===== src/corr_cfg.svh =====
// correlator configuration macros for lanes, widths, codes, input buffer depth and output credits
`ifndef CORR_CFG_SVH
`define CORR_CFG_SVH

// lanes per input beat, one sample each
`define CORR_LANES 4

// signed sample width on the input side
`define CORR_SAMPLE_W 6

// signed sum width, room for four full-scale taps
`define CORR_SUM_W 10

// number of binary codes and taps per code
`define CORR_NUM_CODES 2
`define CORR_CODE_LEN 4

// code bits packed by code, code 0 in the low nibble
// bit k of a code scales the sample delayed by k beats, 1 means +1
`define CORR_CODES 8'h6D

// input buffer entries, also the sender's starting credit count
`define CORR_FIFO_DEPTH 4

// output beats allowed in flight before the consumer returns credit
`define CORR_OUT_CREDITS 2

`endif


===== src/corr_pkg.sv =====
// shared correlator types for samples, sums, lane and code indices, slots and beats
`include "corr_cfg.svh"

package corr_pkg;

  //////////////////////////////////////////////////////////////////////
  // scalar types
  //////////////////////////////////////////////////////////////////////

  // one input sample, two's complement
  typedef logic signed [`CORR_SAMPLE_W-1:0] sample_t;

  // one correlation sum
  typedef logic signed [`CORR_SUM_W-1:0] sum_t;

  // lane and code numbers
  typedef logic [$clog2(`CORR_LANES)-1:0] lane_idx_t;
  typedef logic [$clog2(`CORR_NUM_CODES)-1:0] code_idx_t;

  //////////////////////////////////////////////////////////////////////
  // beats and slots
  //////////////////////////////////////////////////////////////////////

  // input beat, lane 0 in the low bits
  typedef struct packed {
    sample_t [`CORR_LANES-1:0] samples;
  } in_beat_t;

  // output beat for one code
  typedef struct packed {
    code_idx_t               dest;
    sum_t [`CORR_LANES-1:0]  sums;
  } out_beat_t;

  // processing slot, lane is the fast digit so it sits low
  // the packed value doubles as the partial-sum address
  typedef struct packed {
    code_idx_t code;
    lane_idx_t lane;
  } slot_t;

endpackage


===== src/beat_fifo.sv =====
// input beat FIFO with registered read and a credit pulse per pop
`include "corr_cfg.svh"

module beat_fifo (
  input  logic               clk,
  input  logic               reset,
  input  logic               push,
  input  corr_pkg::in_beat_t din,
  input  logic               pop,
  output corr_pkg::in_beat_t head,
  output logic               not_empty,
  output logic               credit
);

  import corr_pkg::*;

  localparam int DEPTH = `CORR_FIFO_DEPTH;
  localparam int PTR_W = $clog2(DEPTH);
  localparam int CNT_W = $clog2(DEPTH + 1);

  in_beat_t          mem [DEPTH];
  logic [PTR_W-1:0]  wr_ptr;
  logic [PTR_W-1:0]  rd_ptr;
  logic [CNT_W-1:0]  count;

  assign not_empty = (count != '0);

  // pointers, fill level and credit return
  always_ff @(posedge clk) begin
    if (reset) begin
      wr_ptr <= '0;
      rd_ptr <= '0;
      count  <= '0;
      credit <= 1'b0;
    end else begin
      if (push) begin
        wr_ptr <= (wr_ptr == PTR_W'(DEPTH - 1)) ? '0 : wr_ptr + 1'b1;
      end
      if (pop) begin
        rd_ptr <= (rd_ptr == PTR_W'(DEPTH - 1)) ? '0 : rd_ptr + 1'b1;
      end
      count  <= count + CNT_W'(push) - CNT_W'(pop);
      // freed entry goes back to the sender
      credit <= pop;
    end
  end

  // storage and read register
  // head holds the popped beat until the next pop
  always_ff @(posedge clk) begin
    if (push) begin
      mem[wr_ptr] <= din;
    end
    if (pop) begin
      head <= mem[rd_ptr];
    end
  end

  // sender pushed without a credit
  a_no_overflow: assert property (@(posedge clk) disable iff (reset)
    push |-> count < CNT_W'(DEPTH));

  // sequencer popped an empty buffer
  a_no_underflow: assert property (@(posedge clk) disable iff (reset)
    pop |-> not_empty);

endmodule


===== src/corr_datapath.sv =====
// correlator datapath with sign-select adder chain, slot-indexed partial sums and output beat
`include "corr_cfg.svh"

module corr_datapath (
  input  logic                clk,
  input  logic                reset,
  input  corr_pkg::in_beat_t  head,
  input  logic                load,
  input  logic                accumulate,
  input  corr_pkg::slot_t     slot,
  input  logic                last_lane,
  output logic                out_valid,
  output corr_pkg::out_beat_t out_beat
);

  import corr_pkg::*;

  localparam int LEN       = `CORR_CODE_LEN;
  localparam int NUM_SLOTS = `CORR_LANES * `CORR_NUM_CODES;
  localparam logic [`CORR_NUM_CODES*LEN-1:0] CODES = `CORR_CODES;

  // beat under processing
  in_beat_t beat_q;

  // partial sums per chain stage and slot
  // last stage goes straight to the output register
  sum_t part_q [LEN-1][NUM_SLOTS];

  sample_t         lane_sample;
  sum_t            sample_ext;
  logic [LEN-1:0]  code_bits;
  sum_t            term [LEN];
  sum_t            acc [LEN];

  //////////////////////////////////////////////////////////////////////
  // slot select
  //////////////////////////////////////////////////////////////////////

  assign lane_sample = beat_q.samples[slot.lane];
  // sign extend to sum width
  assign sample_ext  = sum_t'(lane_sample);
  assign code_bits   = CODES[slot.code*LEN +: LEN];

  //////////////////////////////////////////////////////////////////////
  // adder chain
  //////////////////////////////////////////////////////////////////////

  // chain stage j adds today's sample
  // that term reaches the output LEN-1-j beats later
  // so it is scaled by code bit LEN-1-j
  for (genvar j = 0; j < LEN; j++) begin : g_chain
    assign term[j] = code_bits[LEN-1-j] ? sample_ext : -sample_ext;
    if (j == 0) begin : g_first
      // oldest tap starts from zero
      assign acc[j] = term[j];
    end else begin : g_rest
      // read of stage j-1 before this edge's write
      assign acc[j] = part_q[j-1][slot] + term[j];
    end
  end

  // history starts at zero after reset
  always_ff @(posedge clk) begin
    if (reset) begin
      for (int j = 0; j < LEN - 1; j++) begin
        for (int s = 0; s < NUM_SLOTS; s++) begin
          part_q[j][s] <= '0;
        end
      end
    end else if (accumulate) begin
      for (int j = 0; j < LEN - 1; j++) begin
        part_q[j][slot] <= acc[j];
      end
    end
  end

  //////////////////////////////////////////////////////////////////////
  // beat latch and output assembly
  //////////////////////////////////////////////////////////////////////

  always_ff @(posedge clk) begin
    if (load) begin
      beat_q <= head;
    end
    if (accumulate) begin
      // completed sum lands in its lane
      out_beat.sums[slot.lane] <= acc[LEN-1];
      if (last_lane) begin
        out_beat.dest <= slot.code;
      end
    end
  end

  // one pulse per code, after its last lane
  always_ff @(posedge clk) begin
    if (reset) begin
      out_valid <= 1'b0;
    end else begin
      out_valid <= accumulate && last_lane;
    end
  end

endmodule


===== src/corr_sequencer.sv =====
// correlator sequencer FSM with input pop, slot stepping and output credit tracking
`include "corr_cfg.svh"

module corr_sequencer (
  input  logic clk,
  input  logic reset,
  input  logic not_empty,
  input  logic last_lane,
  input  logic last_slot,
  input  logic out_credit,
  output logic pop,
  output logic load,
  output logic step,
  output logic clear,
  output logic accumulate
);

  localparam int CREDIT_W = $clog2(`CORR_OUT_CREDITS + 1);

  typedef enum logic [1:0] {
    IDLE,
    LOAD,
    WAIT_CREDIT,
    RUN
  } state_t;

  state_t state;
  state_t state_next;

  logic [CREDIT_W-1:0] credits;
  logic [CREDIT_W-1:0] credit_next;
  logic                consume;
  logic                credit_ok;

  //////////////////////////////////////////////////////////////////////
  // output credit counter
  //////////////////////////////////////////////////////////////////////

  // one credit spent per code, at its last lane
  assign consume = (state == RUN) && last_lane;

  // count as it will stand next cycle
  assign credit_next = credits + CREDIT_W'(out_credit) - CREDIT_W'(consume);
  assign credit_ok   = (credit_next != '0);

  always_ff @(posedge clk) begin
    if (reset) begin
      credits <= CREDIT_W'(`CORR_OUT_CREDITS);
    end else begin
      credits <= credit_next;
    end
  end

  //////////////////////////////////////////////////////////////////////
  // state machine
  //////////////////////////////////////////////////////////////////////

  always_ff @(posedge clk) begin
    if (reset) begin
      state <= IDLE;
    end else begin
      state <= state_next;
    end
  end

  always_comb begin
    state_next = state;
    case (state)
      IDLE: begin
        if (not_empty) begin
          state_next = LOAD;
        end
      end
      LOAD: begin
        // first code needs a credit before lane 0
        state_next = credit_ok ? RUN : WAIT_CREDIT;
      end
      WAIT_CREDIT: begin
        if (credit_ok) begin
          state_next = RUN;
        end
      end
      RUN: begin
        if (last_slot) begin
          state_next = IDLE;
        end else if (last_lane && !credit_ok) begin
          // code boundary with nothing left to spend
          state_next = WAIT_CREDIT;
        end
      end
      default: state_next = IDLE;
    endcase
  end

  // pop in IDLE, the buffer's read register shows the beat during LOAD
  assign pop        = (state == IDLE) && not_empty;
  assign load       = (state == LOAD);
  assign clear      = (state == LOAD);
  assign accumulate = (state == RUN);
  assign step       = accumulate;

  // consumer never returns more credit than beats it received
  a_credit_max: assert property (@(posedge clk) disable iff (reset)
    out_credit && !consume |-> credits < CREDIT_W'(`CORR_OUT_CREDITS));

  // credit checked before lane 0 is still held at the last lane
  a_credit_min: assert property (@(posedge clk) disable iff (reset)
    consume |-> credits != '0);

endmodule


===== src/corr_top.sv =====
// correlator top level tying input FIFO, sequencer, slot counter and datapath together

module corr_top (
  input  logic                clk,
  input  logic                reset,
  input  logic                in_valid,
  input  corr_pkg::in_beat_t  in_beat,
  input  logic                out_credit,
  output logic                in_credit,
  output logic                out_valid,
  output corr_pkg::out_beat_t out_beat
);

  import corr_pkg::*;

  // buffer to sequencer and datapath
  in_beat_t head;
  logic     not_empty;
  logic     pop;

  // sequencer controls
  logic     load;
  logic     step;
  logic     clear;
  logic     accumulate;

  // slot state
  slot_t    slot;
  logic     last_lane;
  logic     last_slot;

  // input buffer, sender pushes only while holding credit
  beat_fifo u_fifo (
    .clk       (clk),
    .reset     (reset),
    .push      (in_valid),
    .din       (in_beat),
    .pop       (pop),
    .head      (head),
    .not_empty (not_empty),
    .credit    (in_credit)
  );

  corr_sequencer u_seq (
    .clk        (clk),
    .reset      (reset),
    .not_empty  (not_empty),
    .last_lane  (last_lane),
    .last_slot  (last_slot),
    .out_credit (out_credit),
    .pop        (pop),
    .load       (load),
    .step       (step),
    .clear      (clear),
    .accumulate (accumulate)
  );

  slot_counter u_slot (
    .clk       (clk),
    .reset     (reset),
    .step      (step),
    .clear     (clear),
    .slot      (slot),
    .last_lane (last_lane),
    .last_slot (last_slot)
  );

  corr_datapath u_dp (
    .clk        (clk),
    .reset      (reset),
    .head       (head),
    .load       (load),
    .accumulate (accumulate),
    .slot       (slot),
    .last_lane  (last_lane),
    .out_valid  (out_valid),
    .out_beat   (out_beat)
  );

endmodule


===== src/slot_counter.sv =====
// slot counter stepping lane then code, with last-lane and last-slot flags
`include "corr_cfg.svh"

module slot_counter (
  input  logic             clk,
  input  logic             reset,
  input  logic             step,
  input  logic             clear,
  output corr_pkg::slot_t  slot,
  output logic             last_lane,
  output logic             last_slot
);

  import corr_pkg::*;

  // flags decoded from the registered slot only
  assign last_lane = (slot.lane == lane_idx_t'(`CORR_LANES - 1));
  assign last_slot = last_lane && (slot.code == code_idx_t'(`CORR_NUM_CODES - 1));

  // lane advances every step
  // code advances when the lane wraps
  always_ff @(posedge clk) begin
    if (reset) begin
      slot <= '0;
    end else if (clear) begin
      // start of a new input beat
      slot <= '0;
    end else if (step) begin
      if (last_slot) begin
        slot <= '0;
      end else if (last_lane) begin
        slot.lane <= '0;
        slot.code <= slot.code + 1'b1;
      end else begin
        slot.lane <= slot.lane + 1'b1;
      end
    end
  end

endmodule

===== config.mk =====
export PLATFORM = sky130hd
export DESIGN_NAME = corr_top
export DESIGN_NICKNAME = d
export VERILOG_FILES = /design/src/corr_pkg.sv /design/src/beat_fifo.sv /design/src/corr_datapath.sv /design/src/corr_sequencer.sv /design/src/corr_top.sv /design/src/slot_counter.sv
export VERILOG_INCLUDE_DIRS = /design/src /design/src/src
export SDC_FILE = /design/constraint.sdc
export NUM_CORES = 1
export LEC_CHECK = 0
export BUFFER_PORTS_ARGS = -buffer_cell sky130_fd_sc_hd__buf_2
export CAP_MARGIN = 20
export CORE_MARGIN = 8
export CORE_UTILIZATION = 50
export DETAILED_ROUTE_END_ITERATION = 12
export GPL_ROUTABILITY_DRIVEN = 0
export GPL_TIMING_DRIVEN = 0
export PLACE_DENSITY = 0.79
export SLEW_MARGIN = 10
export SYNTH_ARGS = -nofsm -noshare
export SYNTH_HDL_FRONTEND = slang
export SYNTH_HIERARCHICAL = 1
export SYNTH_SLANG_ARGS = --single-unit

===== constraint.sdc =====
create_clock -name clk -period 3.9 [get_ports clk]
set_clock_uncertainty 0.1 [all_clocks]
set_input_delay 0.585 -clock clk [delete_from_list [all_inputs] [get_ports clk]]
set_output_delay 0.585 -clock clk [all_outputs]
set_load 0.005 [all_outputs]

==> results.toml <==
[timing]
report.final.setup_viol = 3
finalMaxSlewViolations = 0
final_critical_path_setup_slack_ps = -71.8
timing_hold_violations_final = 0
fin_hold_ws_ps = 145
period_share_pct = 102
tns_ps = -96.2
fmax_mhz = 252
worstMarginPinSlew_ps = 1040
relSlewSlack_pct = 30.9
period_needed_ps = 3970

[power]
swShare_pct = 30.4
power.clock.fraction_pct = 29.0
sequentialPowerShare_pct = 41.5
power.combinational.fraction_pct = 29.4
total_switching_power_mw = 4.42
total_leakage_power_nw = 8.25
irDropWorstVdd_v = 0.000518
p_per_area_nw_per_um2 = 636
intPower_mw = 10.1

[clock_network]
ctsHtreeMaxLevel = 2
clock-root-buffer = "sky130_fd_sc_hd__clkbuf_16"
worstSkewPairLatency_ps = 550
cts-buffers-inserted = 43
clockBufferDepth = 3
cts_sinks = 441
cts_tree = "built"
clk_pin_slew_ps = 60

[critical_path]
worst_ep_required_time_ps = 4210
cp_cell_sequence = "buf_6 > mux4_2 > inv_2 > ha_4 > or3b_4 > nor2b_1 > xor2_1 > ha_1 > nor2_1 > o21ai_2 > o21ai_4 > o21ai_4 > buf_8 > or4_4 > nand2_2"
arrival_ps = 4290
timing.critical_path.mode_cell = "sky130_fd_sc_hd__o21ai_4"
worstSetupStartpointType = "flop"
timing.critical_path.slowest_stage_cell = "sky130_fd_sc_hd__mux4_2"
setup.worst_path.start = "u_slot/slot[0]"
cp_max_fo = 8
critPathMaxStageDelay_ps = 580
setup.worst_path.class = "flop to flop"
worstReg2RegStart = "u_slot/slot[0]"
worst_setup_path_end_kind = "flop"

[synthesis]
synth_edf_count = 425
postSynthAreaPerCell_um2 = 15.7
synth-seq-area-share_pct = 68.0
mappedNetlistNets = 1299
post_synthesis_cell_type_with_the_largest_combined_area = "sky130_fd_sc_hd__edfxtp_1"
ys_types = 57
postSynthCellCount = 1229
synth.top_cells.by_area = "sky130_fd_sc_hd__edfxtp_1 (66%), sky130_fd_sc_hd__mux4_2 (9.9%), sky130_fd_sc_hd__nor2_1 (4.6%)"
syn-cell-area_um2 = 19200
netlist.area_leader.share_pct = 66.3
ys_dominant_reg_cell = "sky130_fd_sc_hd__edfxtp_1"
synth_seq_cells = 441
asyncSetResetFlopFracSynth_pct = 0
yosys_warnings = 6

[drt]
initialDrtViolationCount = 1054
drc = 0
drt_first_pass_iters = 5
ant_nets = 0
wirelength_mm = 45.7
post_drt_via_cell_ratio = 5.87
route.vias.total = 11400
drt-wirelength-per-cell_um = 23.5

[placement]
placed_cell_area_um2 = 20600
dp_hpwl_mm = 29.2
portBuffers = 70
dpl.cell_count = 1829

[floorplan]
dieArea_um2 = 45000
die_width_um = 212
initial_core_util_pct = 50.3
fp-row-count = 72
die_y_um = 212
num_io_pins = 71
floorplan.core_area_um2 = 38300

[min_path]
worst_hold_startpoint = "in_beat[6]"
holdCritPathClass = "input pin to flop"

[final_layout]
flow.area_growth_from_synthesis_pct = 18.9
layoutNonFillerInstCount = 1944
finish.net_count = 1464
final_core_util_pct = 59.8
layout_cells_sized_above_1_pct = 28.2
finalInstanceArea_um2 = 22900

[global_routing]
groute.usage.overall_pct = 19.9
number_of_antenna_violations_at_the_first_check_in_global_routing = 0
grt_pass1_wl_mm = 67.3
maximum_number_of_pins_on_one_net_before_global_route_repair = 30
remaining_global_route_overflow = 0
number_of_global_route_vias_before_repair = 11600

[status]
status = "finished, violations left"
violations_in_the_final_reports = "setup timing"

[job]
max_cap_viol_count = 0
-- placed cells by master, fill, tap and decap left out, types with 7 or more instances in the layout --
master                      count
sky130_fd_sc_hd__buf_12         9
sky130_fd_sc_hd__nand2b_2       8
sky130_fd_sc_hd__or4_1          7
sky130_fd_sc_hd__o211ai_1       8
sky130_fd_sc_hd__mux2i_1       24
sky130_fd_sc_hd__clkbuf_8       7
sky130_fd_sc_hd__clkbuf_1      23
sky130_fd_sc_hd__buf_6          8
sky130_fd_sc_hd__or3_1         13
sky130_fd_sc_hd__edfxtp_1     425
sky130_fd_sc_hd__mux4_2        85
sky130_fd_sc_hd__o21ai_2        7
sky130_fd_sc_hd__and2_1        12
sky130_fd_sc_hd__xnor2_1       12
sky130_fd_sc_hd__nand2b_1      15
sky130_fd_sc_hd__nor2_1       233
sky130_fd_sc_hd__dfxtp_1       14
sky130_fd_sc_hd__a21oi_1       12
sky130_fd_sc_hd__buf_4         42
sky130_fd_sc_hd__mux2_2        26
sky130_fd_sc_hd__nor2b_1       14
sky130_fd_sc_hd__buf_1         16
sky130_fd_sc_hd__clkinv_1       9
sky130_fd_sc_hd__nand2_1       47
sky130_fd_sc_hd__inv_1         33
sky130_fd_sc_hd__clkbuf_16     47
sky130_fd_sc_hd__buf_2         76
sky130_fd_sc_hd__nor3_1        24
sky130_fd_sc_hd__ha_1          34
sky130_fd_sc_hd__buf_16         8
-- path summary, 6_finish.rpt --
kind / depth (start not counted) / slack (ps) / to
worst max-delay path: 15 / -70 / u_dp/part_q[0][189]
worst max register to register: 15 / -70 / u_dp/part_q[0][189]
worst min register to register: 0 / 320 / u_dp/beat_q[20]
worst min-delay path: 1 / 140 / u_fifo/mem[0][6]
-- per-layer routing --
| layer | global-route usage (%) | part of all wire [%] |
|---|---|---|
| met1 | 23.5 | 35 |
| met2 | 36.0 | 53 |
| met3 | 3.24 | 8.2 |
| met4 | 7.62 | 3.9 |
| met5 | 0 | 0 |
-- state kept, by name, indices dropped and copies added, names as in the netlist --
signal,count
u_slot/slot,3
u_dp/beat_q,24
u_fifo/rd_ptr,2
u_fifo/wr_ptr,2
u_fifo/head,24
u_dp/out_valid,1
u_fifo/credit,1
u_seq/state,2
u_dp/out_beat,41
u_dp/part_q,240
u_fifo/count,3
u_fifo/mem,96
u_seq/credits,2
-- per-stage QoR --
| step | setup WS (ps) | power (mW) |
|---|---|---|
| after floorplan | 2.96 | 8.59 |
| after global placement | -1220 | 9.40 |
| after detailed placement | -1340 | 9.57 |
| after CTS | 6.78 | 14.2 |
| after global routing | -113 | 15.1 |
| final | -71.8 | 14.6 |
-- cell families (layout without fill, tap and decap cells) --
| family | count (synthesis) | count (layout) | synth area share [%] |
|---|---|---|---|
| flip-flops | 441 | 441 | 68.0 |
| AND/OR/NAND/NOR | 398 | 398 | 9.20 |
| multiplexers | 141 | 141 | 13.4 |
| buffers and inverters | 110 | 306 | 2.59 |
| AO/OA/AOI/OAI | 66 | 66 | 2.37 |
| adder cells (fa/ha/maj) | 42 | 42 | 2.89 |
| XOR/XNOR | 31 | 31 | 1.60 |
| other | 0 | 1 | 0 |
-- power groups by stage --
stage          Clock (mW)  Sequential, mW  Combinational, mW
2_1_floorplan           0            6.07               2.52
3_5_place_dp            0            6.14               3.43
5_1_grt              4.45            6.08               4.58
4_1_cts              4.29            6.05               3.82
3_3_place_gp            0            6.12               3.29
6_report             4.22            6.04               4.28
-- cell usage after synthesis (20+ instances only) --
library cell / number
sky130_fd_sc_hd__mux2i_1: 25
sky130_fd_sc_hd__nand2_1: 50
sky130_fd_sc_hd__mux2_2: 26
sky130_fd_sc_hd__buf_1: 20
sky130_fd_sc_hd__clkbuf_1: 33
sky130_fd_sc_hd__nand2b_1: 24
sky130_fd_sc_hd__nor3_1: 24
sky130_fd_sc_hd__mux4_2: 85
sky130_fd_sc_hd__edfxtp_1: 425
sky130_fd_sc_hd__nor2_1: 236
sky130_fd_sc_hd__inv_1: 35
sky130_fd_sc_hd__ha_1: 38
-- cell type report --
cell class              count  area [um^2]
plain buffers              70          574
repair buffers            123          967
multi-input cells         678         6040
flip-flops and latches    441        13100
diodes                      1         2.50
fillers                  2748        15400
well taps                 518          648
clock buffers              51         1150
inverters                  37          141
clock inverters            25          282
-- worst max-delay path: cells and delay by family (launching register included) --
| kind | cells | cell delay, ps |
|---|---|---|
| AND/OR/NAND/NOR | 5 | 1280 |
| flip-flops | 1 | 340 |
| AO/OA/AOI/OAI | 3 | 320 |
| XOR/XNOR | 1 | 320 |
| multiplexers | 1 | 580 |
| buffers and inverters | 3 | 400 |
| adder cells (fa/ha/maj) | 2 | 490 |
-- what timing repair did --
item / in CTS / in global routing
setup buffers: 17 / 23
gates cloned: 0 / 1
pin swaps: 10 / 18
hold buffers: 0 / 0
setup endpoints to repair: 173 / 89
resized for setup: 90 / 47
(Power assumes the default switching activity.)
